$ cat src/verilog/vfg_pkg.sv
// video frame grabber shared definitions
`default_nettype none

package vfg_pkg;

	// ----------------------------------------------------------
	// widths
	// ----------------------------------------------------------
	localparam int pix_w  = 16;	// stored rgb565 word
	localparam int byte_w = 8;	// one decoder byte
	localparam int prod_w = 21;	// signed products and sums

	// gains scaled by 256
	localparam logic signed [prod_w-1:0] coef_y  = 21'sd298;	// 1.164
	localparam logic signed [prod_w-1:0] coef_rv = 21'sd409;	// 1.596
	localparam logic signed [prod_w-1:0] coef_gu = 21'sd100;	// 0.392
	localparam logic signed [prod_w-1:0] coef_gv = 21'sd208;	// 0.813
	localparam logic signed [prod_w-1:0] coef_bu = 21'sd516;	// 2.017

	localparam logic signed [prod_w-1:0] y_offset = 21'sd16;	// black level
	localparam logic signed [prod_w-1:0] c_offset = 21'sd128;	// chroma zero

	// ----------------------------------------------------------
	// host bus fsm, one-hot
	// ----------------------------------------------------------
	localparam logic [2:0] st_idle         = 3'b001;
	localparam logic [2:0] st_host_rd      = 3'b010;	// memory read running
	localparam logic [2:0] st_host_rd_last = 3'b100;	// rdx released

	// pixel word, split colour view or plain memory word
	typedef union packed {
		struct packed {
			logic [4:0] r;
			logic [5:0] g;
			logic [4:0] b;
		} rgb;
		logic [pix_w-1:0] raw;
	} pix_word_u;

endpackage

`default_nettype wire

$ cat src/verilog/host_bus_fsm.sv
// host read bus controller
`timescale 1ns/1ps
`default_nettype none

module host_bus_fsm #(
	parameter int addr_w    = 16,
	parameter int wait_hold = 10	// cycles of wait after a write
) (
	input  wire                        clk_llc,
	input  wire                        resetx,
	input  wire                        csx,
	input  wire                        rdx,
	input  wire                        wr_en,	// video write strobe
	input  wire                        done_bank,
	input  wire  [addr_w-2:0]          host_adr,
	input  wire  vfg_pkg::pix_word_u   rd_q,
	output logic                       rd_en,
	output logic [addr_w-1:0]          rd_addr,
	output logic [vfg_pkg::pix_w-1:0]  rd_data,
	output logic                       waitx
);

	localparam int cnt_w = $clog2(wait_hold + 1);

	logic [2:0]       state;
	logic [2:0]       state_nx;
	logic [cnt_w-1:0] wait_cnt;	// cycles left in the stretch
	logic             rd_start;

	// ----------------------------------------------------------
	// wait stretch
	// ----------------------------------------------------------
	always_ff @(posedge clk_llc or negedge resetx)
		if (!resetx)
			wait_cnt <= '0;
		else if (wr_en)
			wait_cnt <= cnt_w'(wait_hold);	// restart on every write
		else if (wait_cnt != '0)
			wait_cnt <= wait_cnt - 1'b1;

	// low only while selected and a write is recent
	assign waitx = csx | (~wr_en & (wait_cnt == '0));

	// ----------------------------------------------------------
	// read state machine
	// ----------------------------------------------------------
	assign rd_start = ~csx & ~rdx & waitx;

	always_ff @(posedge clk_llc or negedge resetx)
		if (!resetx)
			state <= vfg_pkg::st_idle;
		else
			state <= state_nx;

	always_comb
	begin
		state_nx = vfg_pkg::st_idle;
		case (state)
			vfg_pkg::st_idle:
				if (rd_start)
					state_nx = vfg_pkg::st_host_rd;
			vfg_pkg::st_host_rd:
				if (rdx)
					state_nx = vfg_pkg::st_host_rd_last;	// strobe released
				else
					state_nx = vfg_pkg::st_host_rd;
			vfg_pkg::st_host_rd_last:
				state_nx = vfg_pkg::st_idle;
			default:
				state_nx = vfg_pkg::st_idle;
		endcase
	end

	assign rd_en   = (state == vfg_pkg::st_host_rd);
	assign rd_addr = {done_bank, host_adr};	// completed bank only

	// bus idles at zero when not selected
	assign rd_data = csx ? '0 : rd_q.raw;

endmodule

`default_nettype wire

$ cat config.mk
export PLATFORM = sky130hd
export DESIGN_NAME = host_bus_fsm
export DESIGN_NICKNAME = d
export VERILOG_FILES = /design/src/verilog/vfg_pkg.sv /design/src/verilog/host_bus_fsm.sv
export SDC_FILE = /design/constraint.sdc
export NUM_CORES = 1
export LEC_CHECK = 0
export BUFFER_PORTS_ARGS = -buffer_cell sky130_fd_sc_hd__buf_2
export CORE_MARGIN = 3
export CORE_UTILIZATION = 34
export CTS_BUF_LIST = sky130_fd_sc_hd__clkbuf_16
export DETAILED_ROUTE_END_ITERATION = 10
export PLACE_DENSITY_LB_ADDON = 0.2
export SLEW_MARGIN = 20
export SYNTH_ARGS = -nofsm -noshare
export SYNTH_HDL_FRONTEND = slang
export SYNTH_SLANG_ARGS = --single-unit
$ cat constraint.sdc
create_clock -name clk_llc -period 2.7 [get_ports clk_llc]
set_input_delay 0.81 -clock clk_llc [delete_from_list [all_inputs] [get_ports clk_llc]]
set_output_delay 0.81 -clock clk_llc [all_outputs]
set_load 0.1 [all_outputs]
==> qor.txt, run 1 <==
Layout fillers = 126
Number of global-route vias before repair = 529
Crit path time final = 2.57 ns
Mux cell area share after synthesis = 1.73%
Nets = 127
Worst Path Max Fanout = 4
Core area = 1560 sq um
Initial antenna violation count = 0
Mean Syn Cell Area = 9.05 sq um
RSZ-0062 raised after global routing = no
Via/cell ratio = 4.66
Root buf cell = clkbuf_16
Maxcap violations = 0
DIE AREA = 2230 sq um
Total Power = 0.599 mW
Synth Instances = 64
Crit path launch type = register
Die width = 47.3 um
Die height = 47.3 um
Status = finished, final reports clean
Post_cts resized = 0
Detailed-route wire length = 1420 um
Worst Path Arrival = 1.76 ns
Initial core utilization = 37.2%
Worst Tran Pin Value = 0.486 ns
First-pass GRT wire length = 2260 um
CTS tree = built
Period utilization = 95.0%
Pwr/cell area = 593 nW/um^2
Relative slew slack = 67.8%
Final WS setup = 0.134 ns
Hold Vio Cnt, Final = 0
HP Class = input port to async pin
Sequential fraction of the synthesis area = 30.5%
#FFs+latches synth = 7
Placed inst area = 931 sq um
WP data required = 1.89 ns
Setup TNS = 0 ns
Io pins = 71
Critical path endpoint category = output pin
Drt pass-1 iters = 3
Placed cells = 100
Worst-path clk slew = 0.04 ns
CTS Buffer Depth = 2
Syn-to-layout area delta = 74.3%
Pin count of the biggest net entering global routing = 19
Post-CTS Setup Inserts = 0
Overflow after GRT = 0
CTS Buf Count = 3
RR Startpoint = wait_cnt[0]$_DFFE_PN0N_
Site Rows = 14
Compound-Gate Fraction of Synth Area = 5.83%
Gpl congestion = 0.650
Final Cell Area = 1010 sq um
Post-synthesis adder-cell area fraction = 2.16%
Hold_buf cts = 0
Port bufs = 38
Vias = 485
Post-DP HPWL = 1170 um
Non-Filler Instances = 104
Fraction of synthesized cell area in xor and xnor cells = 1.51%
Reg area = 176 sq um
Final Max Slew Viols = 0
Cell area after synthesis = 579 sq um
H-tree Lvls = 1
Ratio of cells with drive above 1 in the final layout = 58.0%
Layout Skew = 0.00131 ns
Largest family of logic cells by synthesized area = simple AND/OR/NAND/NOR gates
Worst-Skew Late Latency = 0.23 ns
Flop2flop setup slack = 1.10 ns
Setup Slack @ Placement = 0.318 ns
Max Fclk = 390 MHz
Net count after synthesis = 102
Avg WL per Cell = 13.6 um
Overall global routing resource usage = 14.9%
Peak VDD IR = 0.435 mV
1st-iter DRT viols = 4
Final core occ = 64.8%
Leak Pwr = 0.476 nW
Sinks on Clock Net = 7
Register-to-Register Path Depth = 5
Residual DRC count = 0
Reg2Reg Capture Point = wait_cnt[1]$_DFFE_PN0N_
Setup-failing EPs final = 0
Simple-gate share of the synthesized area = 33.7%
YS warnings = 0
Crit Path Class = register to output pin
Antenna Nets Post-Route = 0
Area taken by multi-input logic gates = 282 sq um
Netlist cell types = 24
Worst Hold Margin = 0.401 ns
Inserted Diodes = 0
-- per-layer routing --
| layer | global-route usage (%) | vias to the layer above | wire length, um |
|---|---|---|---|
| met5 | 0 | - | 0 |
| met4 | 8.29 | 0 | 27 |
| met3 | 8.05 | 12 | 156 |
| met2 | 24.1 | 27 | 734 |
| met1 | 15.2 | 210 | 497 |
| li1 | - | 236 | - |
-- sequential cells by signal (all words and copies together) (netlist names) --
register  flops
state         3
wait_cnt      4
-- layout by cell type (no fill, tap or decap) --
master	n
or3b_1	1
a211o_1	1
mux2i_1	1
o21a_1	1
clkbuf_16	3
inv_1	3
buf_12	17
and2_1	1
or2b_1	1
nor3_1	1
or2_1	1
dfstp_2	1
buf_2	21
dfrtp_1	6
nand3b_1	1
ha_1	1
nor2b_2	7
a21oi_1	2
nor2b_1	11
nor4_4	1
nor2_1	2
o21bai_2	1
nand2b_1	1
xnor2_1	1
or3_1	1
-- critical path, stage by stage (launching register included) --
cell and delay (ns):
dfrtp_1 0.39, inv_1 0.06, ha_1 0.18, or3b_1 0.48, o21bai_2 0.20, buf_12 0.19
-- Yosys cell counts --
cell,count,area [sq um]
nor2b_1,18,113
buf_4,16,120
dfrtp_1,6,150
a21oi_1,2,10.0
inv_1,2,7.51
nor2_1,2,7.51
a211o_1,1,8.76
and2_1,1,6.26
buf_6,1,11.3
clkbuf_1,1,3.75
dfstp_2,1,26.3
ha_1,1,12.5
mux2i_1,1,10.0
nand2b_1,1,6.26
nand3b_1,1,7.51
nor3_1,1,5.00
nor4_4,1,21.3
o21a_1,1,7.51
o21bai_1,1,7.51
or2_1,1,6.26
or2b_1,1,7.51
or3_1,1,6.26
or3b_1,1,8.76
xnor2_1,1,8.76
-- worst max path at each step --
stage	from	to	slack (ns)	cells after the start
final	wait_cnt[0]$_DFFE_PN0N_	waitx	0.13	5
after global routing	wait_cnt[1]$_DFFE_PN0N_	waitx	0.05	5
after CTS	wait_cnt[0]$_DFFE_PN0N_	waitx	0.12	5
after detailed placement	csx	waitx	0.32	3
after global placement	csx	waitx	0.34	3
after floorplan	csx	rd_data[10]	-0.45	2
-- power breakdown --
part / switching [mW] / total, mW / internal (mW)
clock network: 0.0579 / 0.251 / 0.193
logic: 0.141 / 0.226 / 0.0849
registers: 0.00726 / 0.122 / 0.115
-- cell type report --
| cell class | instances | area share, % |
|---|---|---|
| clock buffer | 3 | 7.43 |
| clock inverter | 1 | 0.372 |
| inverter | 2 | 0.743 |
| multi-input combinational | 37 | 27.9 |
| sequential | 7 | 17.5 |
| tap | 16 | 1.98 |
| timing repair buffer | 38 | 44.1 |
-- kinds of logic after synthesis --
kind of cell	Yosys count
muxes	1
and+or+nand+nor	29
buffers and inverters	20
xor gates and xnor gates	1
adders and majority gates	1
DFF	7
AOI/OAI and AO/OA	5
Note: power is estimated with default switching activity, not from simulation.
==> run 2, diff against run 1 <==
--- a/config.mk
+++ b/config.mk
@@ -10,6 +10,7 @@
 export CORE_UTILIZATION = 34
 export CTS_BUF_LIST = sky130_fd_sc_hd__clkbuf_16
 export DETAILED_ROUTE_END_ITERATION = 10
+export GPL_TIMING_DRIVEN = 0
 export PLACE_DENSITY_LB_ADDON = 0.2
 export SLEW_MARGIN = 20
 export SYNTH_ARGS = -nofsm -noshare
==> run 2 against run 1 <==
Net effect: flip-flop and latch count unchanged; register-to-register slack about the same; final cell count up 32%; utilization down 2.6 points; critical endpoint unchanged; largest power group is now combinational cells.
==> qor.txt, run 2 (synthesis gave the netlist of run 1 again) <==
Largest regs = wait_cnt (4), state (3) (unchanged)
Setup Slack @ Placement = -0.120 ns (was 0.318 ns)
Final Cell Area = 968 sq um (was 1010 sq um)
Detailed-route wire length = 1460 um (was 1420 um)
Root buf cell = clkbuf_16 (unchanged)
Final WS setup = 0.0956 ns (was 0.134 ns)
Overflow after GRT = 0 (unchanged)
Setup TNS = 0 ns (unchanged)
Comb pwr share = 44.5% (was 37.7%)
Period utilization = 96.5% (was 95.0%)
Hold_buf cts = 0 (unchanged)
Hold Vio Cnt, Final = 0 (unchanged)
Worst Path Max Fanout = 4 (unchanged)
Antenna Nets Post-Route = 0 (unchanged)
Biggest register = wait_cnt (unchanged)
Status = finished, final reports clean (unchanged)
Worst-path clk slew = 0.04 ns (about the same)
Final Max Slew Viols = 0 (unchanged)
Initial antenna violation count = 0 (unchanged)
Pin count of the biggest net entering global routing = 11 (was 19)
Crit Path Class = register to output pin (unchanged)
Die width = 47.3 um (unchanged)
Seq pwr share = 18.2% (was 20.4%)
CTS Buffer Depth = 2 (unchanged)
Die height = 47.3 um (unchanged)
Nets = 160 (was 127)
Port bufs = 54 (was 38)
Initial core utilization = 37.2% (unchanged)
Gpl congestion = 0.667 (was 0.650)
Sinks on Clock Net = 7 (unchanged)
Number of flip-flops in the largest register = 4 (unchanged)
Switch Pwr = 0.296 mW (was 0.206 mW)
Layout Skew = 0.00306 ns (was 0.00131 ns)
Critical path endpoint category = output pin (unchanged)
H-tree Lvls = 1 (unchanged)
Reg2Reg Capture Point = state[1]$_DFF_PN0_ (was wait_cnt[1]$_DFFE_PN0N_)
Avg WL per Cell = 10.7 um (was 13.6 um)
Setup-failing EPs final = 0 (unchanged)
DIE AREA = 2230 sq um (unchanged)
CTS Buf Count = 3 (unchanged)
Relative slew slack = 67.3% (was 67.8%)
Register-to-Register Path Depth = 6 (was 5)
Post-DP HPWL = 1220 um (was 1170 um)
Number of global-route vias before repair = 460 (was 529)
Crit path launch type = register (unchanged)
Placed inst area = 891 sq um (was 931 sq um)
Leak Pwr = 0.553 nW (was 0.476 nW)
Flop2flop setup slack = 1.11 ns (was 1.10 ns)
Maxcap violations = 0 (unchanged)
Worst Tran Pin Value = 0.493 ns (was 0.486 ns)
Io pins = 71 (unchanged)
Overall global routing resource usage = 12.1% (was 14.9%)
Worst Path Arrival = 1.79 ns (was 1.76 ns)
CTS tree = built (unchanged)
Via/cell ratio = 4.37 (was 4.66)
Final core occ = 62.1% (was 64.8%)
Max Fclk = 384 MHz (was 390 MHz)
HP Class = input port to async pin (unchanged)
Syn-to-layout area delta = 67.2% (was 74.3%)
Pwr/cell area = 694 nW/um^2 (was 593 nW/um^2)
Core area = 1560 sq um (unchanged)
Crit path time final = 2.60 ns (was 2.57 ns)
Worst-Skew Late Latency = 0.23 ns (about the same)
Clock power share = 37.3% (was 41.8%)
WP data required = 1.89 ns (about the same)
Site Rows = 14 (unchanged)
Pint = 0.376 mW (was 0.393 mW)
RR Startpoint = wait_cnt[0]$_DFFE_PN0N_ (unchanged)
RSZ-0062 raised after global routing = no (unchanged)
Drt pass-1 iters = 4 (was 3)
Most frequent cells in the layout = buf_2 (53), buf_4 (17), nor2b_1 (11), nor2b_2 (7), dfrtp_1 (6) (was buf_2 (21), buf_12 (17), nor2b_1 (11), nor2b_2 (7), dfrtp_1 (6))
Net Sw Frac = 44.1% (was 34.4%)
Vias = 599 (was 485)
1st-iter DRT viols = 7 (was 4)
Peak VDD IR = 0.377 mV (was 0.435 mV)
Residual DRC count = 0 (unchanged)
Ratio of cells with drive above 1 in the final layout = 69.4% (was 58.0%)
Inserted Diodes = 0 (unchanged)
Commonest non-fill, non-tap cell in the layout = buf_2 (unchanged)
First-pass GRT wire length = 1840 um (was 2260 um)
==> run 2: layout make-up <==
| class | count | area (sq um) |
|---|---|---|
| clock inverters | 1 | 3.75 |
| fillers | 141 | 591 |
| clock buffers | 3 | 75.1 |
| well taps | 16 | 20.0 |
| repair buffers | 54 | 273 |
| plain buffers | 17 | 131 |
| flip-flops and latches | 7 | 176 |
| inverters | 2 | 7.51 |
| multi-input cells | 37 | 282 |
==> run 2: power groups by stage <==
stage / combinational (mW) / clock, mW / sequential [mW]
after CTS: 0.302 / 0.258 / 0.123
after global placement: 0.298 / 0 / 0.123
after floorplan: 0.254 / 0 / 0.122
final: 0.299 / 0.251 / 0.122
after global routing: 0.314 / 0.262 / 0.124
after detailed placement: 0.300 / 0 / 0.123
==> run 2: worst max path at each step <==
stage                            start     endpoint  cells after the start
2_1_floorplan                      csx  rd_data[10]                      2
3_3_place_gp                       csx        waitx                      4
3_5_place_dp                       csx        waitx                      4
4_1_cts                            csx        waitx                      4
5_1_grt        wait_cnt[0]$_DFFE_PN0N_        waitx                      6
6_report       wait_cnt[0]$_DFFE_PN0N_        waitx                      6
==> run 2: stage by stage <==
step	total power, mW	instances	hold slack (ns)
finish	0.672	137	0.398
detailed placement	0.424	134	0.519
global placement	0.421	134	0.508
floorplan	0.376	64	0.496
global route	0.699	137	0.414
CTS	0.682	138	0.402
==> run 2: routing by layer <==
metal / up-vias / wire length [um] / track usage, %
met5: - / 0 / 0
met4: 0 / 26 / 6.63
met3: 5 / 204 / 6.51
met2: 50 / 685 / 17.6
met1: 244 / 548 / 14.1
li1: 300 / - / -
==> run 2: critical path, stage by stage, from the launching register on <==
cell and delay [ns]:
dfrtp_1 0.39, inv_1 0.07, ha_1 0.19, or3b_1 0.37, buf_6 0.15, o21bai_2 0.10, buf_4 0.30
==> run 2: what timing repair did <==
action,in CTS,in global routing
endpoints found under the setup margin,1,1
resized for setup,1,0
buffers inserted,0,0
gates cloned,0,0
