`src/verilog/vfg_pkg.sv`:
```
// video frame grabber shared definitions
`default_nettype none

package vfg_pkg;

	// ----------------------------------------------------------
	// widths
	// ----------------------------------------------------------
	localparam int pix_w  = 16;	// stored rgb565 word
	localparam int byte_w = 8;	// one decoder byte
	localparam int prod_w = 21;	// signed products and sums

	// gains scaled by 256
	localparam logic signed [prod_w-1:0] coef_y  = 21'sd298;	// 1.164
	localparam logic signed [prod_w-1:0] coef_rv = 21'sd409;	// 1.596
	localparam logic signed [prod_w-1:0] coef_gu = 21'sd100;	// 0.392
	localparam logic signed [prod_w-1:0] coef_gv = 21'sd208;	// 0.813
	localparam logic signed [prod_w-1:0] coef_bu = 21'sd516;	// 2.017

	localparam logic signed [prod_w-1:0] y_offset = 21'sd16;	// black level
	localparam logic signed [prod_w-1:0] c_offset = 21'sd128;	// chroma zero

	// ----------------------------------------------------------
	// host bus fsm, one-hot
	// ----------------------------------------------------------
	localparam logic [2:0] st_idle         = 3'b001;
	localparam logic [2:0] st_host_rd      = 3'b010;	// memory read running
	localparam logic [2:0] st_host_rd_last = 3'b100;	// rdx released

	// pixel word, split colour view or plain memory word
	typedef union packed {
		struct packed {
			logic [4:0] r;
			logic [5:0] g;
			logic [4:0] b;
		} rgb;
		logic [pix_w-1:0] raw;
	} pix_word_u;

endpackage

`default_nettype wire

```
`src/verilog/ycbcr_to_rgb565.sv`:
```
// ycbcr 4:2:2 to rgb565 converter
`timescale 1ns/1ps
`default_nettype none

module ycbcr_to_rgb565 (
	input  wire                            clk_llc,
	input  wire                            resetx,
	input  wire                            line_active,	// kept line, bytes flowing
	input  wire  [vfg_pkg::byte_w-1:0]     vpo,
	output logic                           pix_valid,
	output vfg_pkg::pix_word_u             pix
);

	logic [1:0]                        phase;	// cb, y0, cr, y1 order
	logic [vfg_pkg::byte_w-1:0]        cb;
	logic [vfg_pkg::byte_w-1:0]        y0;
	logic [vfg_pkg::byte_w-1:0]        cr;
	logic [vfg_pkg::byte_w-1:0]        y1;
	logic                              smp_valid;	// last byte of a pixel sampled
	logic                              smp_odd;	// second pixel of the pair
	logic                              mul_valid;
	logic [vfg_pkg::byte_w-1:0]        y_sel;
	logic signed [vfg_pkg::prod_w-1:0] y_prod;
	logic signed [vfg_pkg::prod_w-1:0] rv_prod;
	logic signed [vfg_pkg::prod_w-1:0] gu_prod;
	logic signed [vfg_pkg::prod_w-1:0] gv_prod;
	logic signed [vfg_pkg::prod_w-1:0] bu_prod;
	logic signed [vfg_pkg::prod_w-1:0] r_sum;
	logic signed [vfg_pkg::prod_w-1:0] g_sum;
	logic signed [vfg_pkg::prod_w-1:0] b_sum;

	// zero-extend, remove offset, scale by four
	function automatic logic signed [vfg_pkg::prod_w-1:0] centered(
		input logic [vfg_pkg::byte_w-1:0]        comp,
		input logic signed [vfg_pkg::prod_w-1:0] off
	);
		logic signed [vfg_pkg::prod_w-1:0] ext;
		ext = $signed({{(vfg_pkg::prod_w - vfg_pkg::byte_w){1'b0}}, comp});
		return (ext - off) <<< 2;
	endfunction

	// ----------------------------------------------------------
	// byte phase and component capture
	// ----------------------------------------------------------
	always_ff @(posedge clk_llc or negedge resetx)
		if (!resetx)
			phase <= 2'd0;
		else if (line_active)
			phase <= phase + 2'd1;
		else
			phase <= 2'd0;	// realign at every line start

	always_ff @(posedge clk_llc)
		if (line_active)
		begin
			case (phase)
				2'd0:    cb <= vpo;
				2'd1:    y0 <= vpo;
				2'd2:    cr <= vpo;
				default: y1 <= vpo;
			endcase
		end

	// pixel done on cr (even) or y1 (odd)
	always_ff @(posedge clk_llc or negedge resetx)
		if (!resetx)
		begin
			smp_valid <= 1'b0;
			smp_odd   <= 1'b0;
			mul_valid <= 1'b0;
			pix_valid <= 1'b0;
		end
		else
		begin
			smp_valid <= line_active & phase[1];
			smp_odd   <= phase[0];
			mul_valid <= smp_valid;
			pix_valid <= mul_valid;	// sum stage done
		end

	assign y_sel = smp_odd ? y1 : y0;

	// ----------------------------------------------------------
	// multiply and sum stages
	// ----------------------------------------------------------
	always_ff @(posedge clk_llc)
		if (smp_valid)
		begin
			y_prod  <= vfg_pkg::coef_y  * centered(y_sel, vfg_pkg::y_offset);
			rv_prod <= vfg_pkg::coef_rv * centered(cr, vfg_pkg::c_offset);
			gv_prod <= vfg_pkg::coef_gv * centered(cr, vfg_pkg::c_offset);
			gu_prod <= vfg_pkg::coef_gu * centered(cb, vfg_pkg::c_offset);
			bu_prod <= vfg_pkg::coef_bu * centered(cb, vfg_pkg::c_offset);
		end

	always_ff @(posedge clk_llc)
		if (mul_valid)
		begin
			r_sum <= y_prod + rv_prod;
			g_sum <= y_prod - gv_prod - gu_prod;
			b_sum <= y_prod + bu_prod;
		end

	// clamp below 0 and at 2^18, then take the top bits
	always_comb
	begin
		pix.rgb.r = r_sum[vfg_pkg::prod_w-1] ? 5'd0 : (|r_sum[19:18]) ? 5'h1f : r_sum[17:13];
		pix.rgb.g = g_sum[vfg_pkg::prod_w-1] ? 6'd0 : (|g_sum[19:18]) ? 6'h3f : g_sum[17:12];
		pix.rgb.b = b_sum[vfg_pkg::prod_w-1] ? 5'd0 : (|b_sum[19:18]) ? 5'h1f : b_sum[17:13];
	end

endmodule

`default_nettype wire

```
`config.mk`:
```
export PLATFORM = sky130hd
export DESIGN_NAME = ycbcr_to_rgb565
export DESIGN_NICKNAME = d
export VERILOG_FILES = /design/src/verilog/vfg_pkg.sv /design/src/verilog/ycbcr_to_rgb565.sv
export SDC_FILE = /design/constraint.sdc
export NUM_CORES = 1
export LEC_CHECK = 0
export ABC_AREA = 1
export BUFFER_PORTS_ARGS = -buffer_cell sky130_fd_sc_hd__buf_2
export CAP_MARGIN = 20
export CORE_UTILIZATION = 40
export DETAILED_ROUTE_END_ITERATION = 12
export PLACE_DENSITY = 0.62
export SETUP_SLACK_MARGIN = 0.2
export SLEW_MARGIN = 0
export SYNTH_ARGS = -nofsm -noshare
export SYNTH_HDL_FRONTEND = slang
export SYNTH_SLANG_ARGS = --single-unit
```
`constraint.sdc`:
```
create_clock -name clk_llc -period 4.6 [get_ports clk_llc]
set_input_delay 0.23 -clock clk_llc [delete_from_list [all_inputs] [get_ports clk_llc]]
set_output_delay 0.23 -clock clk_llc [all_outputs]
set_load 0.01 [all_outputs]
```
==> results of run 1 <==
critical path, cell delays in order, from the launching register on:
cell and delay, ns:
dfrtp_2 0.47, buf_6 0.15, o21ai_0 0.47, ha_4 0.29, ha_1 0.27, inv_1 0.05
fa_1 0.48, inv_1 0.06, fa_2 0.38, fa_1 0.54, ha_4 0.24, nand2_1 0.08
a21oi_1 0.08, o21ai_2 0.16, nand3_1 0.12, nand2_1 0.09, nand2_1 0.04
layer usage:
layer  track usage [%]  up-vias  part of all wire [%]
met1              24.4     4049                    49
met5                 0        -                     0
met4              4.17        0                  0.91
met3              2.58       19                   3.1
li1                  -     4487                     -
met2              30.3      131                    47
cell usage after synthesis (all sizes together):
cell | count | share of area [%]
xor2 | 38 | 2.8
fa | 53 | 8.7
nand3b | 3 | 0.18
a31oi | 5 | 0.26
dfrtp | 6 | 1.2
inv | 272 | 8.4
o21bai | 8 | 0.49
nor4 | 5 | 0.26
a21boi | 3 | 0.18
xnor2 | 11 | 0.79
nor3 | 7 | 0.42
edfxtp | 135 | 33
mux2 | 1 | 0.092
buf | 1 | 0.092
nand3 | 59 | 2.4
mux2i | 1 | 0.11
nand2 | 278 | 8.6
a21o | 4 | 0.25
o21a | 3 | 0.20
a21oi | 90 | 3.7
o21ai | 33 | 1.4
ha | 222 | 23
or2 | 2 | 0.10
and2 | 2 | 0.10
nand4 | 13 | 0.67
nor2 | 77 | 2.4
a22oi | 1 | 0.062
sequential cells by signal, indices dropped and copies added (netlist names):
| name | flops |
|---|---|
| b_sum | 8 |
| bu_prod | 17 |
| cb | 8 |
| cr | 8 |
| g_sum | 9 |
| gu_prod | 12 |
| gv_prod | 14 |
| mul_valid | 1 |
| phase | 2 |
| pix_valid | 1 |
| r_sum | 8 |
| rv_prod | 17 |
| smp_odd | 1 |
| smp_valid | 1 |
| y0 | 8 |
| y1 | 8 |
| y_prod | 18 |
what timing repair did:
item	4_1_cts	5_1_grt
buffers inserted	1	4
endpoints found under the hold margin	6	0
cloned	0	0
resized for setup	4	29
hold buffers	1	0
pin swaps	0	10
endpoints found under the setup margin	8	9
power by group:
part,leakage (uW),internal (uW),switching [uW]
clock network,0.000280,806,569
logic,0.00526,919,1390
registers,0.00131,1630,109
total,0.00686,3360,2060
area by class of cell:
cell class,count,area [um2]
repair buffers,41,246
well taps,390,488
fillers,2875,16100
inverters,272,1020
clock inverters,15,161
multi-input cells,919,7110
clock buffers,17,425
flip-flops and latches,141,4210
path summary, 6_finish.rpt:
check                               from         end  slack [ns]  cells past startpoint
max in group asynchronous         resetx     smp_odd        4.18                      2
worst max-delay path             smp_odd  y_prod[18]        0.40                     16
worst min register to register  phase[0]     smp_odd        0.50                      0
worst min-delay path              vpo[1]       y1[1]        0.03                      1
min in group asynchronous         resetx    phase[0]        0.20                      2
worst max register to register   smp_odd  y_prod[18]        0.40                     16
cells by family (layout without fill, tap and decap cells):
logic type	count (synthesis)	count (layout)	share of synthesized area, %
AOI/OAI and AO/OA	147	147	6.55
xor gates and xnor gates	49	49	3.59
adders and majority gates	275	275	31.5
buffers and inverters	273	345	8.48
DFF	141	141	34.5
muxes	2	2	0.205
and+or+nand+nor	446	446	15.1
metrics by stage:
step | total power [uW] | utilization (%) | setup slack, ns
2_1_floorplan | 3340 | - | 0.229
3_3_place_gp | 3870 | 43.2 | 0.0955
3_5_place_dp | 3890 | 43.2 | 0.0485
4_1_cts | 5290 | 45.2 | 0.215
5_1_grt | 5850 | 45.9 | 0.158
6_report | 5420 | 45.9 | 0.401
==> impl_metrics.tcl, run 1 <==
set metrics [dict create \
    cts_root_buf "clkbuf_16" \
    portBuffers 27 \
    dieArea_um2 31200 \
    areaGrowthSynthToFinish_pct 12.2 \
    setup_violations 0 \
    drt_iter0_markers 476 \
    drc 0 \
    grt_max_degree 45 \
    final_cell_mix "275 x nand2_1, 267 x inv_1, 213 x ha_1, 135 x edfxtp_1, 87 x a21oi_1" \
    cp_max_fo 6 \
    grt_pass1_vias 8661 \
    avgSynthCellArea_um2 9.14 \
    core_um2 29800 \
    period_minus_slack_ns 4.20 \
    track_usage_pct 18.0 \
    vias 8686 \
    p_leak_uw 0.00686 \
    grt_pass1_wl_mm 43.4 \
    die_height_um 176 \
    arrival_ns 4.39 \
    crit_path_end_kind "register" \
    start_util_pct 40.9 \
    ys_ff_latch 141 \
    cts_tree "done" \
    diodes 0 \
    clk_path_buf_depth 2 \
    clock-sinks 141 \
    netlist_instances 1333 \
    clock_skew_ns 0.0118 \
    clkLatencyLatePin_ns 0.43 \
    ir_drop_v 0.000270 \
    hold_viol_final 0 \
    slew_violations 0 \
    antenna_found_initial 0 \
    drive_above_1_share_pct 7.83 \
    drt-pass1-iter-count 5 \
    vias_per_cell 4.84 \
    fin_hold_ws_ns 0.0331 \
    dieWidth_um 176 \
    worstMarginPinSlew_ns 1.01 \
    cts-buffers-inserted 17 \
    yosysSeqAreaShare_pct 34.5 \
    finalSetupTns_ns 0 \
    worstPathRequired_ns 4.79 \
    synth_nets 1619 \
    cts-htree-levels 4 \
    criticalPathCategory "register to register" \
    ys_types 36 \
    rows 63 \
    clk_pin_slew_ns 0.07 \
    period_share_pct 91.3 \
    routed_wl_mm 26.4 \
    hp-class "input port to register" \
    status "completed" \
    placed_area_um2 12900 \
    p_per_area_nw_per_um2 397 \
    layout_commonest_cell "nand2_1" \
    relSlewSlack_pct 32.7 \
    io_pins 28 \
    max_cap_violations 0 \
    routabilityCongestion 0.900 \
    wl_per_cell_um 14.7 \
    rsz0062_at_grt "true" \
    gr-total-overflow 0 \
    nets 1678 \
    synth_area_um2 12200 \
    ant_nets 0 \
    max_freq_mhz 238 \
    place_inst 1757 \
    layoutNonFillerInstCount 1795 \
    yosys_warnings 0 \
    hpwl_mm 21.9 \
    postLayoutCellArea_um2 13700 \
    startpoint_type "register" \
]
(Power assumes the default switching activity.)
==> inputs of run 2 (changes only) <==
Settings changed: ABC_AREA 1 to unset.
==> impl_metrics.tcl, run 2 <==
set metrics [dict create \
    cts-htree-levels 4 \
    vias 6826 \
    layout_commonest_cell "ha_1" \
    max_cap_violations 0 \
    synth_area_um2 11000 \
    cts-buffers-inserted 17 \
    startpoint_type "register" \
    setup_violations 0 \
    ys_types 49 \
    routed_wl_mm 21.0 \
    avgSynthCellArea_um2 11.5 \
    clock-sinks 141 \
    layoutNonFillerInstCount 1386 \
    wl_per_cell_um 15.2 \
    cts_tree "done" \
    status "completed" \
    postSynth.asyncResetShare_pct 4.26 \
    worstPathRequired_ns 4.77 \
    grt_pass1_wl_mm 35.2 \
    largest_register "y_prod" \
    crit_path_end_kind "register" \
    diodes 0 \
    cts_root_buf "clkbuf_16" \
    slew_violations 0 \
    dieArea_um2 28300 \
    final_cell_mix "211 x ha_1, 152 x inv_1, 135 x edfxtp_1, 61 x nor2_1, 52 x xnor2_1" \
    grt_pass1_vias 6867 \
    drt-pass1-iter-count 4 \
    p_leak_uw 0.00572 \
    io_pins 28 \
    clk_pin_slew_ns 0.06 \
    hpwl_mm 17.0 \
    largest_register_ffs 18 \
    rows 60 \
    p_per_area_nw_per_um2 402 \
    synth_edf_count 135 \
    period_share_pct 95.8 \
    gr-total-overflow 0 \
    hp-class "input port to register" \
    start_util_pct 40.9 \
    synth_common_cells "222 x ha_1, 157 x inv_1, 135 x edfxtp_1" \
    track_usage_pct 16.0 \
    yosys_warnings 0 \
    portBuffers 27 \
    ys_ff_latch 141 \
    dieWidth_um 168 \
    netlist.area_leader.share_pct 36.7 \
    hold_viol_final 0 \
    max_freq_mhz 227 \
    clkLatencyLatePin_ns 0.42 \
    yosysSeqAreaShare_pct 38.0 \
    vias_per_cell 4.92 \
    relSlewSlack_pct 45.4 \
    cp_max_fo 4 \
    rsz0062_at_grt "true" \
    drive_above_1_share_pct 13.1 \
    p_total_uw 5110 \
    core_um2 27000 \
    arrival_ns 4.58 \
    drc 0 \
    synth.most_common_cell "ha_1" \
    synth_nets 1244 \
    synth_top_flop_cell "edfxtp_1" \
    clock_skew_ns 0.0102 \
    routabilityCongestion 0.809 \
    ys_top_cells_by_area "edfxtp_1 37%, ha_1 25%, fa_1 9.6%, inv_1 5.3%, xnor2_1 4.2%" \
    period_minus_slack_ns 4.41 \
    place_inst 1345 \
    drt_iter0_markers 332 \
    antenna_found_initial 0 \
    clk_path_buf_depth 2 \
    worstMarginPinSlew_ns 0.819 \
    largestRegisters "y_prod (18), bu_prod (17), rv_prod (17)" \
    yosysTopAreaCell "edfxtp_1" \
    criticalPathCategory "register to register" \
    grt_max_degree 63 \
    netlist_instances 958 \
    die_height_um 168 \
    nets 1318 \
    ant_nets 0 \
    ir_drop_v 0.000221 \
    areaGrowthSynthToFinish_pct 14.8 \
]
-- run 2: changes by cell type after synthesis, moves of 10 or more --
cell,delta
nand2_1,-248
inv_1,-113
nand3_1,-52
a21oi_1,-46
xnor2_1,+42
nor3_1,+23
xor2_1,-21
nor2_1,-14
o21a_1,+14
a21o_1,+10
-- run 2: metrics by stage --
step	setup WS [ns]	TNS (ns)	hold WS, ns	area (um2)	util (%)
after floorplan	0.190	0	-0.0656	11200	-
after global placement	0.0318	0	0.0674	11900	43.9
after detailed placement	-0.0477	-0.0477	0.0649	11900	43.9
after CTS	0.104	0	0.0348	12600	46.5
after global routing	-0.0138	-0.0138	0.0335	12700	46.9
final	0.192	0	0.0540	12700	46.9
-- run 2: cells by family after synthesis --
logic type | after synthesis | share of synthesized area [%]
flops | 141 | 38.0
compound gates | 146 | 8.92
xor+xnor | 69 | 5.47
fa+ha+maj | 275 | 34.7
mux | 8 | 0.747
buf+inv | 159 | 5.41
simple gates | 160 | 6.66
-- run 2: final timing paths --
path	startpoint	endpoint	slack (ns)	depth (start not counted)
hold / removal	vpo[1]	y1[1]	0.05	1
min in group asynchronous	resetx	smp_odd	0.17	2
max in group asynchronous	resetx	smp_valid	4.27	2
setup reg to reg	smp_odd	y_prod[19]	0.19	17
hold reg to reg	mul_valid	pix_valid	0.48	0
setup / recovery	smp_odd	y_prod[19]	0.19	17
-- run 2: critical path: stages, from the launching register on --
cell and delay (ns):
dfrtp_2 0.45, mux2i_4 0.28, ha_1 0.27, inv_2 0.08
ha_4 0.21, ha_4 0.26, inv_2 0.03, fa_1 0.48
inv_2 0.04, fa_2 0.54, ha_4 0.22, fa_2 0.39
a21o_1 0.20, a21oi_2 0.13, o211ai_1 0.12, a31o_2 0.26
a21oi_2 0.12, xnor2_1 0.08
-- run 2: cell type report --
class	count	area, um2
flip-flops and latches	141	4210
well taps	341	427
fillers	2412	14300
clock inverters	15	195
multi-input cells	658	6470
inverters	157	589
repair buffers	57	375
clock buffers	17	425
-- run 2: per-layer routing --
layer  GRT usage, %  share of wire (%)  up-vias  wire (um)
li1               -                  -     3500          -
met1           22.7                 51     3216      10700
met2           25.4                 45       93       9460
met3           2.56                2.8       17        581
met4           4.23                1.3        0        274
met5              0                  0        -          0
-- run 2: repair_timing --
action,in CTS,in global routing
endpoints found under the hold margin,6,0
pin swaps,21,28
gates resized for setup,7,16
hold buffers,1,0
setup endpoints to repair,4,8
setup buffers,3,4
gates cloned,0,0
-- run 2: report_power, final --
part           total (uW)  switching, uW  internal (uW)
sequential           1700           79.4           1620
combinational        1960           1050            912
clock                1440            537            906
