===== config.mk =====
export PLATFORM = sky130hd
export DESIGN_NAME = capture_timing
export DESIGN_NICKNAME = d
export VERILOG_FILES = /design/src/verilog/vfg_pkg.sv /design/src/verilog/capture_timing.sv
export SDC_FILE = /design/constraint.sdc
export NUM_CORES = 1
export LEC_CHECK = 0
export BUFFER_PORTS_ARGS = -buffer_cell sky130_fd_sc_hd__buf_2
export CAP_MARGIN = 10
export CORE_MARGIN = 2
export CORE_UTILIZATION = 53
export DETAILED_ROUTE_END_ITERATION = 10
export PLACE_DENSITY = 0.83
export SLEW_MARGIN = 20
export SYNTH_ARGS = -nofsm -noshare
export SYNTH_HDL_FRONTEND = slang
export SYNTH_SLANG_ARGS = --single-unit

===== constraint.sdc =====
create_clock -name clk_llc -period 4.1 [get_ports clk_llc]
set_clock_uncertainty 0.15 [all_clocks]
set_input_delay 0.82 -clock clk_llc [delete_from_list [all_inputs] [get_ports clk_llc]]
set_output_delay 0.82 -clock clk_llc [all_outputs]
set_load 0.02 [all_outputs]

===== src/verilog/vfg_pkg.sv =====
// video frame grabber shared definitions
`default_nettype none

package vfg_pkg;

	// ----------------------------------------------------------
	// widths
	// ----------------------------------------------------------
	localparam int pix_w  = 16;	// stored rgb565 word
	localparam int byte_w = 8;	// one decoder byte
	localparam int prod_w = 21;	// signed products and sums

	// gains scaled by 256
	localparam logic signed [prod_w-1:0] coef_y  = 21'sd298;	// 1.164
	localparam logic signed [prod_w-1:0] coef_rv = 21'sd409;	// 1.596
	localparam logic signed [prod_w-1:0] coef_gu = 21'sd100;	// 0.392
	localparam logic signed [prod_w-1:0] coef_gv = 21'sd208;	// 0.813
	localparam logic signed [prod_w-1:0] coef_bu = 21'sd516;	// 2.017

	localparam logic signed [prod_w-1:0] y_offset = 21'sd16;	// black level
	localparam logic signed [prod_w-1:0] c_offset = 21'sd128;	// chroma zero

	// ----------------------------------------------------------
	// host bus fsm, one-hot
	// ----------------------------------------------------------
	localparam logic [2:0] st_idle         = 3'b001;
	localparam logic [2:0] st_host_rd      = 3'b010;	// memory read running
	localparam logic [2:0] st_host_rd_last = 3'b100;	// rdx released

	// pixel word, split colour view or plain memory word
	typedef union packed {
		struct packed {
			logic [4:0] r;
			logic [5:0] g;
			logic [4:0] b;
		} rgb;
		logic [pix_w-1:0] raw;
	} pix_word_u;

endpackage

`default_nettype wire


===== src/verilog/capture_timing.sv =====
// field and line capture timing
`timescale 1ns/1ps
`default_nettype none

module capture_timing #(
	parameter int addr_w  = 16,	// top bit is the bank
	parameter int h_decim = 4
) (
	input  wire                         clk_llc,
	input  wire                         resetx,
	input  wire                         vref,
	input  wire                         href,
	input  wire                         odd,
	input  wire                         pix_valid,
	input  wire  [vfg_pkg::pix_w-1:0]   pix,
	output logic                        line_active,
	output logic                        wr_en,
	output logic [addr_w-1:0]           wr_addr,
	output logic [vfg_pkg::pix_w-1:0]   wr_data,
	output logic                        done_bank,
	output logic                        irq0,	// bank 1 completed
	output logic                        irq1	// bank 0 completed
);

	localparam int dec_w = (h_decim > 1) ? $clog2(h_decim) : 1;

	logic              field;	// odd field level
	logic              field_d;
	logic              field_rise;
	logic              field_fall;
	logic              href_d;
	logic              href_rise;
	logic              href_fall;
	logic              line_odd;	// line parity within field
	logic [dec_w-1:0]  dec_cnt;	// pixel index mod h_decim
	logic              pix_keep;
	logic [addr_w-2:0] wr_idx;
	logic              bank;
	logic [2:0]        fall_tap;	// field fall delay line

	assign field      = odd & vref;
	assign field_rise = field & ~field_d;
	assign field_fall = ~field & field_d;
	assign href_rise  = href & ~href_d;
	assign href_fall  = ~href & href_d;

	always_ff @(posedge clk_llc or negedge resetx)
		if (!resetx)
		begin
			field_d <= 1'b0;
			href_d  <= 1'b0;
		end
		else
		begin
			field_d <= field;
			href_d  <= href;
		end

	// ----------------------------------------------------------
	// line and pixel selection
	// ----------------------------------------------------------
	always_ff @(posedge clk_llc or negedge resetx)
		if (!resetx)
			line_odd <= 1'b0;
		else if (!field)
			line_odd <= 1'b0;	// first line of a field is kept
		else if (href_fall)
			line_odd <= ~line_odd;

	assign line_active = href & field & ~line_odd;

	always_ff @(posedge clk_llc or negedge resetx)
		if (!resetx)
			dec_cnt <= '0;
		else if (href_rise)
			dec_cnt <= '0;
		else if (pix_valid)
			dec_cnt <= (dec_cnt == dec_w'(h_decim - 1)) ? '0 : dec_cnt + 1'b1;

	assign pix_keep = pix_valid & (dec_cnt == '0);

	// ----------------------------------------------------------
	// write port, index and bank
	// ----------------------------------------------------------
	always_ff @(posedge clk_llc or negedge resetx)
		if (!resetx)
			wr_en <= 1'b0;
		else
			wr_en <= pix_keep;

	always_ff @(posedge clk_llc)
		if (pix_keep)
			wr_data <= pix;

	always_ff @(posedge clk_llc or negedge resetx)
		if (!resetx)
			wr_idx <= '0;
		else if (field_rise)
			wr_idx <= '0;
		else if (wr_en)
			wr_idx <= wr_idx + 1'b1;	// next word of the field

	assign wr_addr = {bank, wr_idx};

	always_ff @(posedge clk_llc or negedge resetx)
		if (!resetx)
		begin
			bank      <= 1'b0;	// first field lands in bank 1
			done_bank <= 1'b0;
		end
		else
		begin
			if (field_rise)
				bank <= ~bank;
			if (field_fall)
				done_bank <= bank;
		end

	// irq two cycles after the fall, two cycles wide
	always_ff @(posedge clk_llc or negedge resetx)
		if (!resetx)
		begin
			fall_tap <= 3'b000;
			irq0     <= 1'b0;
			irq1     <= 1'b0;
		end
		else
		begin
			fall_tap <= {fall_tap[1:0], field_fall};
			irq0     <= (fall_tap[1] | fall_tap[2]) & done_bank;
			irq1     <= (fall_tap[1] | fall_tap[2]) & ~done_bank;
		end

endmodule

`default_nettype wire


==> results_dict.tcl, run 1 <==
set metrics [dict create \
    status "complete, no violations" \
    path_max_fanout 5 \
    grt_max_degree 29 \
    synth_top_area_share_pct 39.9 \
    cts_tree "built" \
    yosys.area_share.adder_pct 2.14 \
    gr-total-overflow 0 \
    finish.utilization_pct 69.9 \
    finalCritPeriodShare_pct 58.5 \
    synth_simple_gate_area_share_pct 17.0 \
    synth_top_family_by_area "simple AND/OR/NAND/NOR gates" \
    hp-class "flop to flop" \
    critPathMaxStageDelay_ps 210 \
    path_cells "buf_2 -> nand2_1 -> nor3b_1 -> buf_2" \
    clock.fmax_mhz 417 \
    holdWs_ps 218 \
    synth.avg_cell_area_sq_um 13.2 \
    p_leak_uw 0.00101 \
    drt_iter0_drc 60 \
    drv_slew 0 \
    cts_setup_buffers 0 \
    viasPerCell 5.26 \
    crit_top_cell "buf_2" \
    cp-start-kind "input pin" \
    grt_usage_pct 19.2 \
    vias 1268 \
    hpwlAfterDp_um 2450 \
    core_area_sq_um 3100 \
    numPortBuffers 58 \
    vdd_drop_max_uv 336 \
    routed_wirelength_um 3240 \
    min_path_cells 0 \
    path_class "input pin to output pin" \
    antennaDiodeCount 0 \
    layout-drive-gt1-share_pct 34.5 \
    setup_viol 0 \
    antenna_found_initial 0 \
    p_per_area_nw_per_um2 488 \
    slowest_stage "nor3b_1" \
    post-route-drc-count 0 \
    placed_area_sq_um 2090 \
    drt_pass1_iterations 4 \
    timing.final.hold_violations 0 \
    cts_buffer_depth 2 \
    dieHeight_um 61.6 \
    p_total_uw 1060 \
    rsz0062_at_grt "false" \
    synth_ff_type "dfrtp_1" \
    reg2reg_depth 4 \
    clkSlewWorstSetupHoldPaths_ps 120 \
    postCtsHoldBufs 0 \
    yosysTopAreaCell "dfrtp_1" \
    grt_pass1_vias 1155 \
    required_ps 3130 \
    io_pins 59 \
    gp_congestion 0.839 \
    synth_mux_area_share_pct 4.06 \
    drv_cap 0 \
    postLayoutCellArea_sq_um 2170 \
    min_period_ps 2400 \
    synth_edf_count 16 \
    grt_pass1_wl_um 5070 \
    drtAntennaViolNets 0 \
    synth_cells 133 \
    fin_nets 221 \
    synthTopCellsByArea "dfrtp_1 40%, edfxtp_1 27%, mux2i_1 3.4%" \
    synth-seq-cells 44 \
    start_util_pct 56.7 \
    yosys.cell_count.top_type "dfrtp_1" \
    async_flop_share_pct 63.6 \
    syn-cell-area_sq_um 1760 \
    num_rows 20 \
    cts_buffers 5 \
    synth_compound_area_share_pct 4.48 \
    cts_resized 0 \
    cp-end-kind "output pin" \
    synthToLayoutAreaGrowth_pct 23.3 \
    clock-sinks 44 \
    ys_seq_area_share_pct 67.2 \
    worstMarginPinSlew_ps 730 \
    yosys.cell_types.count 28 \
    die-area_sq_um 3790 \
    h-tree-depth 2 \
    setup_tns_ps 0 \
    cts_root_buffer "clkbuf_4" \
    fillCellCount 250 \
    slew_headroom_pct 51.1 \
    synth_fp_nets 158 \
    insertion_delay_ps 360 \
    routedWlPerCell_um 13.4 \
    die_x_um 61.6 \
    arrival_ps 1430 \
    ys_warn_count 0 \
    synth_xor_area_share_pct 2.99 \
    synth_commonest_cells "28 x dfrtp_1, 16 x edfxtp_1, 11 x nor2_1" \
]
==> per-layer routing <==
metal / vias to the layer above / part of all wire, % / GRT usage, %
li1: 601 / - / -
met1: 604 / 40 / 22.3
met2: 58 / 49 / 32.0
met3: 5 / 8.7 / 7.77
met4: 0 / 1.4 / 6.99
met5: - / 0 / 0
==> report_power, final <==
group	total, uW	internal (uW)	switching [uW]
clock	262	127	135
combinational	218	78.9	139
sequential	579	525	53.8
total	1060	731	328
==> sequential cells by signal, summed over array words and instances (netlist names) <==
| register | flops |
|---|---|
| field_d | 1 |
| href_d | 1 |
| irq1 | 1 |
| wr_data | 16 |
| done_bank | 1 |
| bank | 1 |
| line_odd | 1 |
| dec_cnt | 2 |
| wr_en | 1 |
| fall_tap | 3 |
| wr_idx | 15 |
| irq0 | 1 |
==> kinds of logic (layout without fill, tap and decap cells) <==
kind of cell / after synthesis / in the layout
buffers and inverters: 8 / 72
AO/OA/AOI/OAI: 13 / 13
flip-flops: 44 / 44
AND/OR/NAND/NOR: 52 / 52
multiplexers: 7 / 7
XOR/XNOR: 6 / 6
adder cells (fa/ha/maj): 3 / 3
==> layout by cell type (no fill, tap or decap), types with 3 or more instances in the layout <==
master,instances
nand2b_1,4
o31ai_1,3
a21oi_1,6
nor2_1,11
mux2i_1,6
nand4_1,5
buf_2,58
nor4_1,5
xnor2_1,4
nor2b_1,3
edfxtp_1,16
nand2_1,8
inv_1,6
nand3_1,4
dfrtp_1,28
or4_1,3
clkbuf_4,5
ha_1,3
==> final timing paths <==
path | startpoint | endpoint | slack [ps]
max in group asynchronous | resetx | wr_idx[0]$_DFFE_PN0P_ | 3100
hold / removal | fall_tap[0]$_DFF_PN0_ | fall_tap[1]$_DFF_PN0_ | 220
setup / recovery | odd | line_active | 1700
hold reg to reg | fall_tap[0]$_DFF_PN0_ | fall_tap[1]$_DFF_PN0_ | 220
min in group asynchronous | resetx | wr_idx[8]$_DFFE_PN0P_ | 300
setup reg to reg | wr_idx[0]$_DFFE_PN0P_ | wr_idx[10]$_DFFE_PN0P_ | 2300
==> per-stage QoR <==
stage,setup WS [ps],std cells
6_report,1700,241
5_1_grt,1630,241
4_1_cts,1690,241
3_5_place_dp,1690,233
3_3_place_gp,1780,233
2_1_floorplan,1690,133
==> worst max-delay path: cells and delay by family <==
family,cells,cell delay [ps]
buffers and inverters,2,290
AND/OR/NAND/NOR,2,320
==> layout make-up <==
type | instances | area [sq um] | area share (%)
Tap cell | 44 | 55.1 | 2.54
Multi-Input combinational cell | 81 | 539 | 24.9
Sequential cell | 44 | 1180 | 54.5
Timing Repair Buffer | 58 | 290 | 13.4
Inverter | 6 | 22.5 | 1.04
Clock inverter | 3 | 42.5 | 1.96
Clock buffer | 5 | 37.5 | 1.73
Power figures use the tool's default switching activity.
==> inputs of run 2 (changes only) <==
- ABC_AREA: not set -> 1
- CORE_UTILIZATION: 53 -> 50
- PLACE_DENSITY: 0.83 -> 0.79
- clock period: 4.1 -> 2.3 ns (I/O delays scaled with it)
==> results_dict.tcl, run 2 <==
set metrics [dict create \
    clkSlewWorstSetupHoldPaths_ps 90 \
    dp.cells 283 \
    setup_tns_ps 0 \
    required_ps 1690 \
    vias 1389 \
    top_regs "wr_data (16), wr_idx (15), fall_tap (3)" \
    ys_seq_area_share_pct 63.4 \
    synthTopCellsByArea "dfrtp_1 38%, edfxtp_1 26%, nand2_1 6.5%" \
    viasPerCell 4.77 \
    vdd_drop_max_uv 656 \
    grt_max_degree 29 \
    worstMarginPinSlew_ps 603 \
    synth.avg_cell_area_sq_um 10.3 \
    synth_commonest_cells "32 x nand2_1, 30 x nor2_1, 28 x dfrtp_1" \
    layout_common_cells "58 x buf_2, 32 x nand2_1, 30 x nor2_1, 28 x dfrtp_1, 24 x inv_1" \
    synth_fp_nets 205 \
    setup_viol 0 \
    grt_pass1_wl_um 5510 \
    async_flop_share_pct 63.6 \
    final_common_cell "buf_2" \
    core_area_sq_um 3630 \
    path_max_fanout 9 \
    routedWlPerCell_um 11.3 \
    status "complete, no violations" \
    fin_nets 267 \
    postCtsHoldBufs 0 \
    finalCritPeriodShare_pct 73.3 \
    h-tree-depth 2 \
    p_total_uw 1870 \
    cp.buffers_inverters 1 \
    yosys.area_share.adder_pct 2.02 \
    cts_resized 0 \
    holdWs_ps 10.9 \
    p_leak_uw 0.00116 \
    cp-end-kind "output pin" \
    synthToLayoutAreaGrowth_pct 23.6 \
    cts_setup_buffers 0 \
    pre_cts_ws_ps 658 \
    die_x_um 65.0 \
    drv_cap 0 \
    final_cell_count_no_fill 291 \
    largest_reg_flops 16 \
    yosys.cell_types.count 26 \
    timing.final.hold_violations 0 \
    synth_top_family_by_area "simple AND/OR/NAND/NOR gates" \
    min_period_ps 1690 \
    synth_ff_type "dfrtp_1" \
    rsz0062_at_grt "false" \
    cts_tree "built" \
    drt_pass1_iterations 4 \
    insertion_delay_ps 300 \
    synth_xor_area_share_pct 0.941 \
    clock-sinks 44 \
    slowest_stage "dfrtp_1" \
    gr-total-overflow 0 \
    gp_congestion 0.798 \
    layout-drive-gt1-share_pct 32.5 \
    critPathMaxStageDelay_ps 540 \
    top_register "wr_data" \
    antennaDiodeCount 0 \
    slew_headroom_pct 59.8 \
    cts_buffers 5 \
    die-area_sq_um 4230 \
    ys_warn_count 0 \
    drtAntennaViolNets 0 \
    antenna_found_initial 0 \
    grt_pass1_vias 1269 \
    post-route-drc-count 0 \
    syn-cell-area_sq_um 1860 \
    hpwlAfterDp_um 2500 \
    arrival_ps 1080 \
    numPortBuffers 58 \
    path_cells "buf_2" \
    yosysTopAreaCell "dfrtp_1" \
    drv_slew 0 \
    routed_wirelength_um 3300 \
    synth_mux_area_share_pct 0 \
    grt_usage_pct 17.3 \
    cts_buffer_depth 2 \
    dieHeight_um 65.0 \
    clock.fmax_mhz 593 \
    p_per_area_nw_per_um2 812 \
    io_pins 59 \
    synth_compound_area_share_pct 5.65 \
    start_util_pct 51.2 \
    synth_simple_gate_area_share_pct 21.5 \
    worst_slack_ps 614 \
    synth_edf_count 16 \
    synth-seq-cells 44 \
    synth_cells 180 \
    cts_root_buffer "clkbuf_8" \
    cp-start-kind "flop" \
    synth_top_area_share_pct 37.6 \
    hp-class "input pin to async pin" \
    yosys.cell_count.top_type "nand2_1" \
    drt_iter0_drc 107 \
    path_class "flop to output pin" \
    path_delay_family "flip-flops" \
    num_rows 22 \
]
==> run 2: logic make-up (layout without fill, tap and decap cells) <==
group,Yosys count,in the layout
simple gates,85,85
flops,44,44
buf+inv,28,91
compound gates,18,18
fa+ha+maj,3,3
xor+xnor,2,2
==> run 2: final timing paths <==
| kind | start | end | slack (ps) | cells after the start |
|---|---|---|---|---|
| min | resetx | wr_idx[9]$_DFFE_PN0P_ | 10 | 1 |
| min reg2reg | fall_tap[0]$_DFF_PN0_ | fall_tap[1]$_DFF_PN0_ | 200 | 0 |
| min in group clk_llc | href | href_d$_DFF_PN0_ | 130 | 1 |
| max reg2reg | dec_cnt[0]$_DFFE_PN0P_ | wr_data[1]$_DFFE_PP_ | 670 | 4 |
| max in group asynchronous | resetx | line_odd$_DFFE_PN0P_ | 1590 | 1 |
| max | wr_en$_DFF_PN0_ | wr_en | 610 | 1 |
==> run 2: report_power, final <==
group          switching, uW  internal, uW  total [uW]
Combinational            203           110         312
Clock                    267           327         594
Sequential              63.6           900         963
Total                    533          1340        1870
==> run 2: cell type report <==
| type | instances | area (sq um) |
|---|---|---|
| Sequential cell | 44 | 1180 |
| Tap cell | 48 | 60.1 |
| Clock inverter | 3 | 46.3 |
| Clock buffer | 5 | 68.8 |
| Inverter | 25 | 93.8 |
| Fill cell | 319 | 1330 |
| Multi-Input combinational cell | 108 | 561 |
| Timing Repair Buffer | 58 | 290 |
==> run 2: stage by stage <==
| step | utilization [%] | cell area (sq um) |
|---|---|---|
| 6_report | 63.3 | 2300 |
| 5_1_grt | 63.3 | 2300 |
| 4_1_cts | 63.3 | 2300 |
| 3_5_place_dp | 60.2 | 2190 |
| 3_3_place_gp | 60.2 | 2190 |
| 2_1_floorplan | - | 1860 |
==> run 2: routing by layer <==
metal | GRT usage (%) | vias up | part of all wire [%]
met5 | 0 | - | 0
met4 | 8.07 | 0 | 1.7
met3 | 5.03 | 5 | 8.3
met2 | 28.2 | 48 | 46
met1 | 21.2 | 637 | 44
li1 | - | 699 | -
==> run 2: worst reg2reg max path: stages, from the launching register on <==
cell	delay (ps)
dfrtp_1	410
inv_1	70
ha_1	150
nand2_1	50
inv_1	440
==> inputs of run 3 (changes only) <==
- clock period: 2.3 -> 1.7 ns (I/O delays scaled with it)
==> results_dict.tcl, run 3 (synthesized netlist as in run 2, its figures left out) <==
set metrics [dict create \
    grt_pass1_vias 1406 \
    cts_buffers 5 \
    path_max_fanout 9 \
    arrival_ps 1120 \
    routed_wirelength_um 3750 \
    start_util_pct 51.2 \
    path_cells "buf_2" \
    routedWlPerCell_um 12.8 \
    setup_tns_ps 0 \
    p_total_uw 2570 \
    p_leak_uw 0.00117 \
    clkSlewWorstSetupHoldPaths_ps 90 \
    synthToLayoutAreaGrowth_pct 24.9 \
    die-area_sq_um 4230 \
    grt_usage_pct 19.7 \
    timing.final.hold_violations 0 \
    vdd_drop_max_uv 588 \
    worstMarginPinSlew_ps 629 \
    cp.buffers_inverters 1 \
    final_common_cell "buf_2" \
    hp-class "input pin to flop" \
    clock-sinks 44 \
    io_pins 59 \
    grt_pass1_wl_um 6220 \
    cts_buffer_depth 2 \
    viasPerCell 4.80 \
    antenna_found_initial 0 \
    num_rows 22 \
    setup_viol 0 \
    fillCellCount 320 \
    layout_common_cells "58 x buf_2, 32 x nand2_1, 30 x nor2_1, 28 x dfrtp_1, 24 x inv_1" \
    cts_tree "built" \
    slowest_stage "dfrtp_1" \
    core_area_sq_um 3630 \
    path_class "flop to output pin" \
    insertion_delay_ps 300 \
    dieHeight_um 65.0 \
    cp-end-kind "output pin" \
    critPathMaxStageDelay_ps 570 \
    drtAntennaViolNets 0 \
    finalCritPeriodShare_pct 94.6 \
    min_period_ps 1610 \
    drt_iter0_drc 98 \
    gp_congestion 0.805 \
    numPortBuffers 58 \
    path_delay_family "flip-flops" \
    die_x_um 65.0 \
    antennaDiodeCount 0 \
    top_register "wr_data" \
    post-route-drc-count 0 \
    slew_headroom_pct 58.1 \
    drt_pass1_iterations 4 \
    hpwlAfterDp_um 2750 \
    vias 1412 \
    register_area_sq_um 1180 \
    h-tree-depth 2 \
    cp-start-kind "flop" \
    layout-drive-gt1-share_pct 32.9 \
    drv_slew 0 \
    largest_reg_flops 16 \
    fin_nets 270 \
    p_per_area_nw_per_um2 1110 \
    rsz0062_at_grt "false" \
    required_ps 1210 \
    multi_input_area_sq_um 561 \
    clock.fmax_mhz 622 \
    grt_max_degree 29 \
    cts_root_buffer "clkbuf_8" \
    drv_cap 0 \
    gr-total-overflow 0 \
    status "complete, no violations" \
    top_regs "wr_data (16), wr_idx (15), fall_tap (3)" \
]
[run 3: worst paths after layout]
path / slack [ps] / startpoint / to / cells past startpoint
setup / recovery: 90 / wr_en$_DFF_PN0_ / wr_en / 1
hold / removal: 8 / href / href_d$_DFF_PN0_ / 1
hold reg to reg: 200 / fall_tap[0]$_DFF_PN0_ / fall_tap[1]$_DFF_PN0_ / 0
min in group asynchronous: 440 / resetx / wr_idx[11]$_DFFE_PN0P_ / 2
max in group asynchronous: 550 / resetx / dec_cnt[1]$_DFFE_PN0P_ / 2
setup reg to reg: 140 / wr_idx[0]$_DFFE_PN0P_ / wr_idx[12]$_DFFE_PN0P_ / 7
[run 3: cell type report]
| type | instances | share of cell area [%] |
|---|---|---|
| inverter | 25 | 4.03 |
| clock inverter | 3 | 1.99 |
| clock buffer | 5 | 2.96 |
| tap | 48 | 2.58 |
| timing repair buffer | 61 | 13.6 |
| sequential | 44 | 50.8 |
| multi-input combinational | 108 | 24.1 |
[run 3: what timing repair did]
action | in CTS | in global routing
setup buffers | 0 | 0
endpoints found under the setup margin | 0 | 1
gates resized for setup | 0 | 1
hold endpoints to repair | 28 | 0
hold buffers | 1 | 0
[run 3: through the flow]
step                hold WS, ps  worst slack (ps)  instances  util, %  instance area [sq um]
global route               5.32              8.29        294     64.0                   2330
floorplan                  -106               190        180        -                   1860
detailed placement          186               196        285     60.6                   2200
global placement            186               290        285     60.6                   2200
CTS                        3.09              94.6        294     64.0                   2330
finish                     7.55              92.6        294     64.0                   2330
[run 3: metal layers]
layer / global-route usage (%) / vias up / share of wire, %
met3: 6.25 / 9 / 6.0
met1: 23.9 / 655 / 44
li1: - / 702 / -
met4: 7.03 / 0 / 1.8
met2: 33.2 / 46 / 48
met5: 0 / - / 0
[run 3: power by group]
part | switching [uW] | internal, uW | leakage [uW]
logic | 298 | 159 | 0.000596
clock network | 369 | 442 | 0.0000548
registers | 90.3 | 1220 | 0.000522
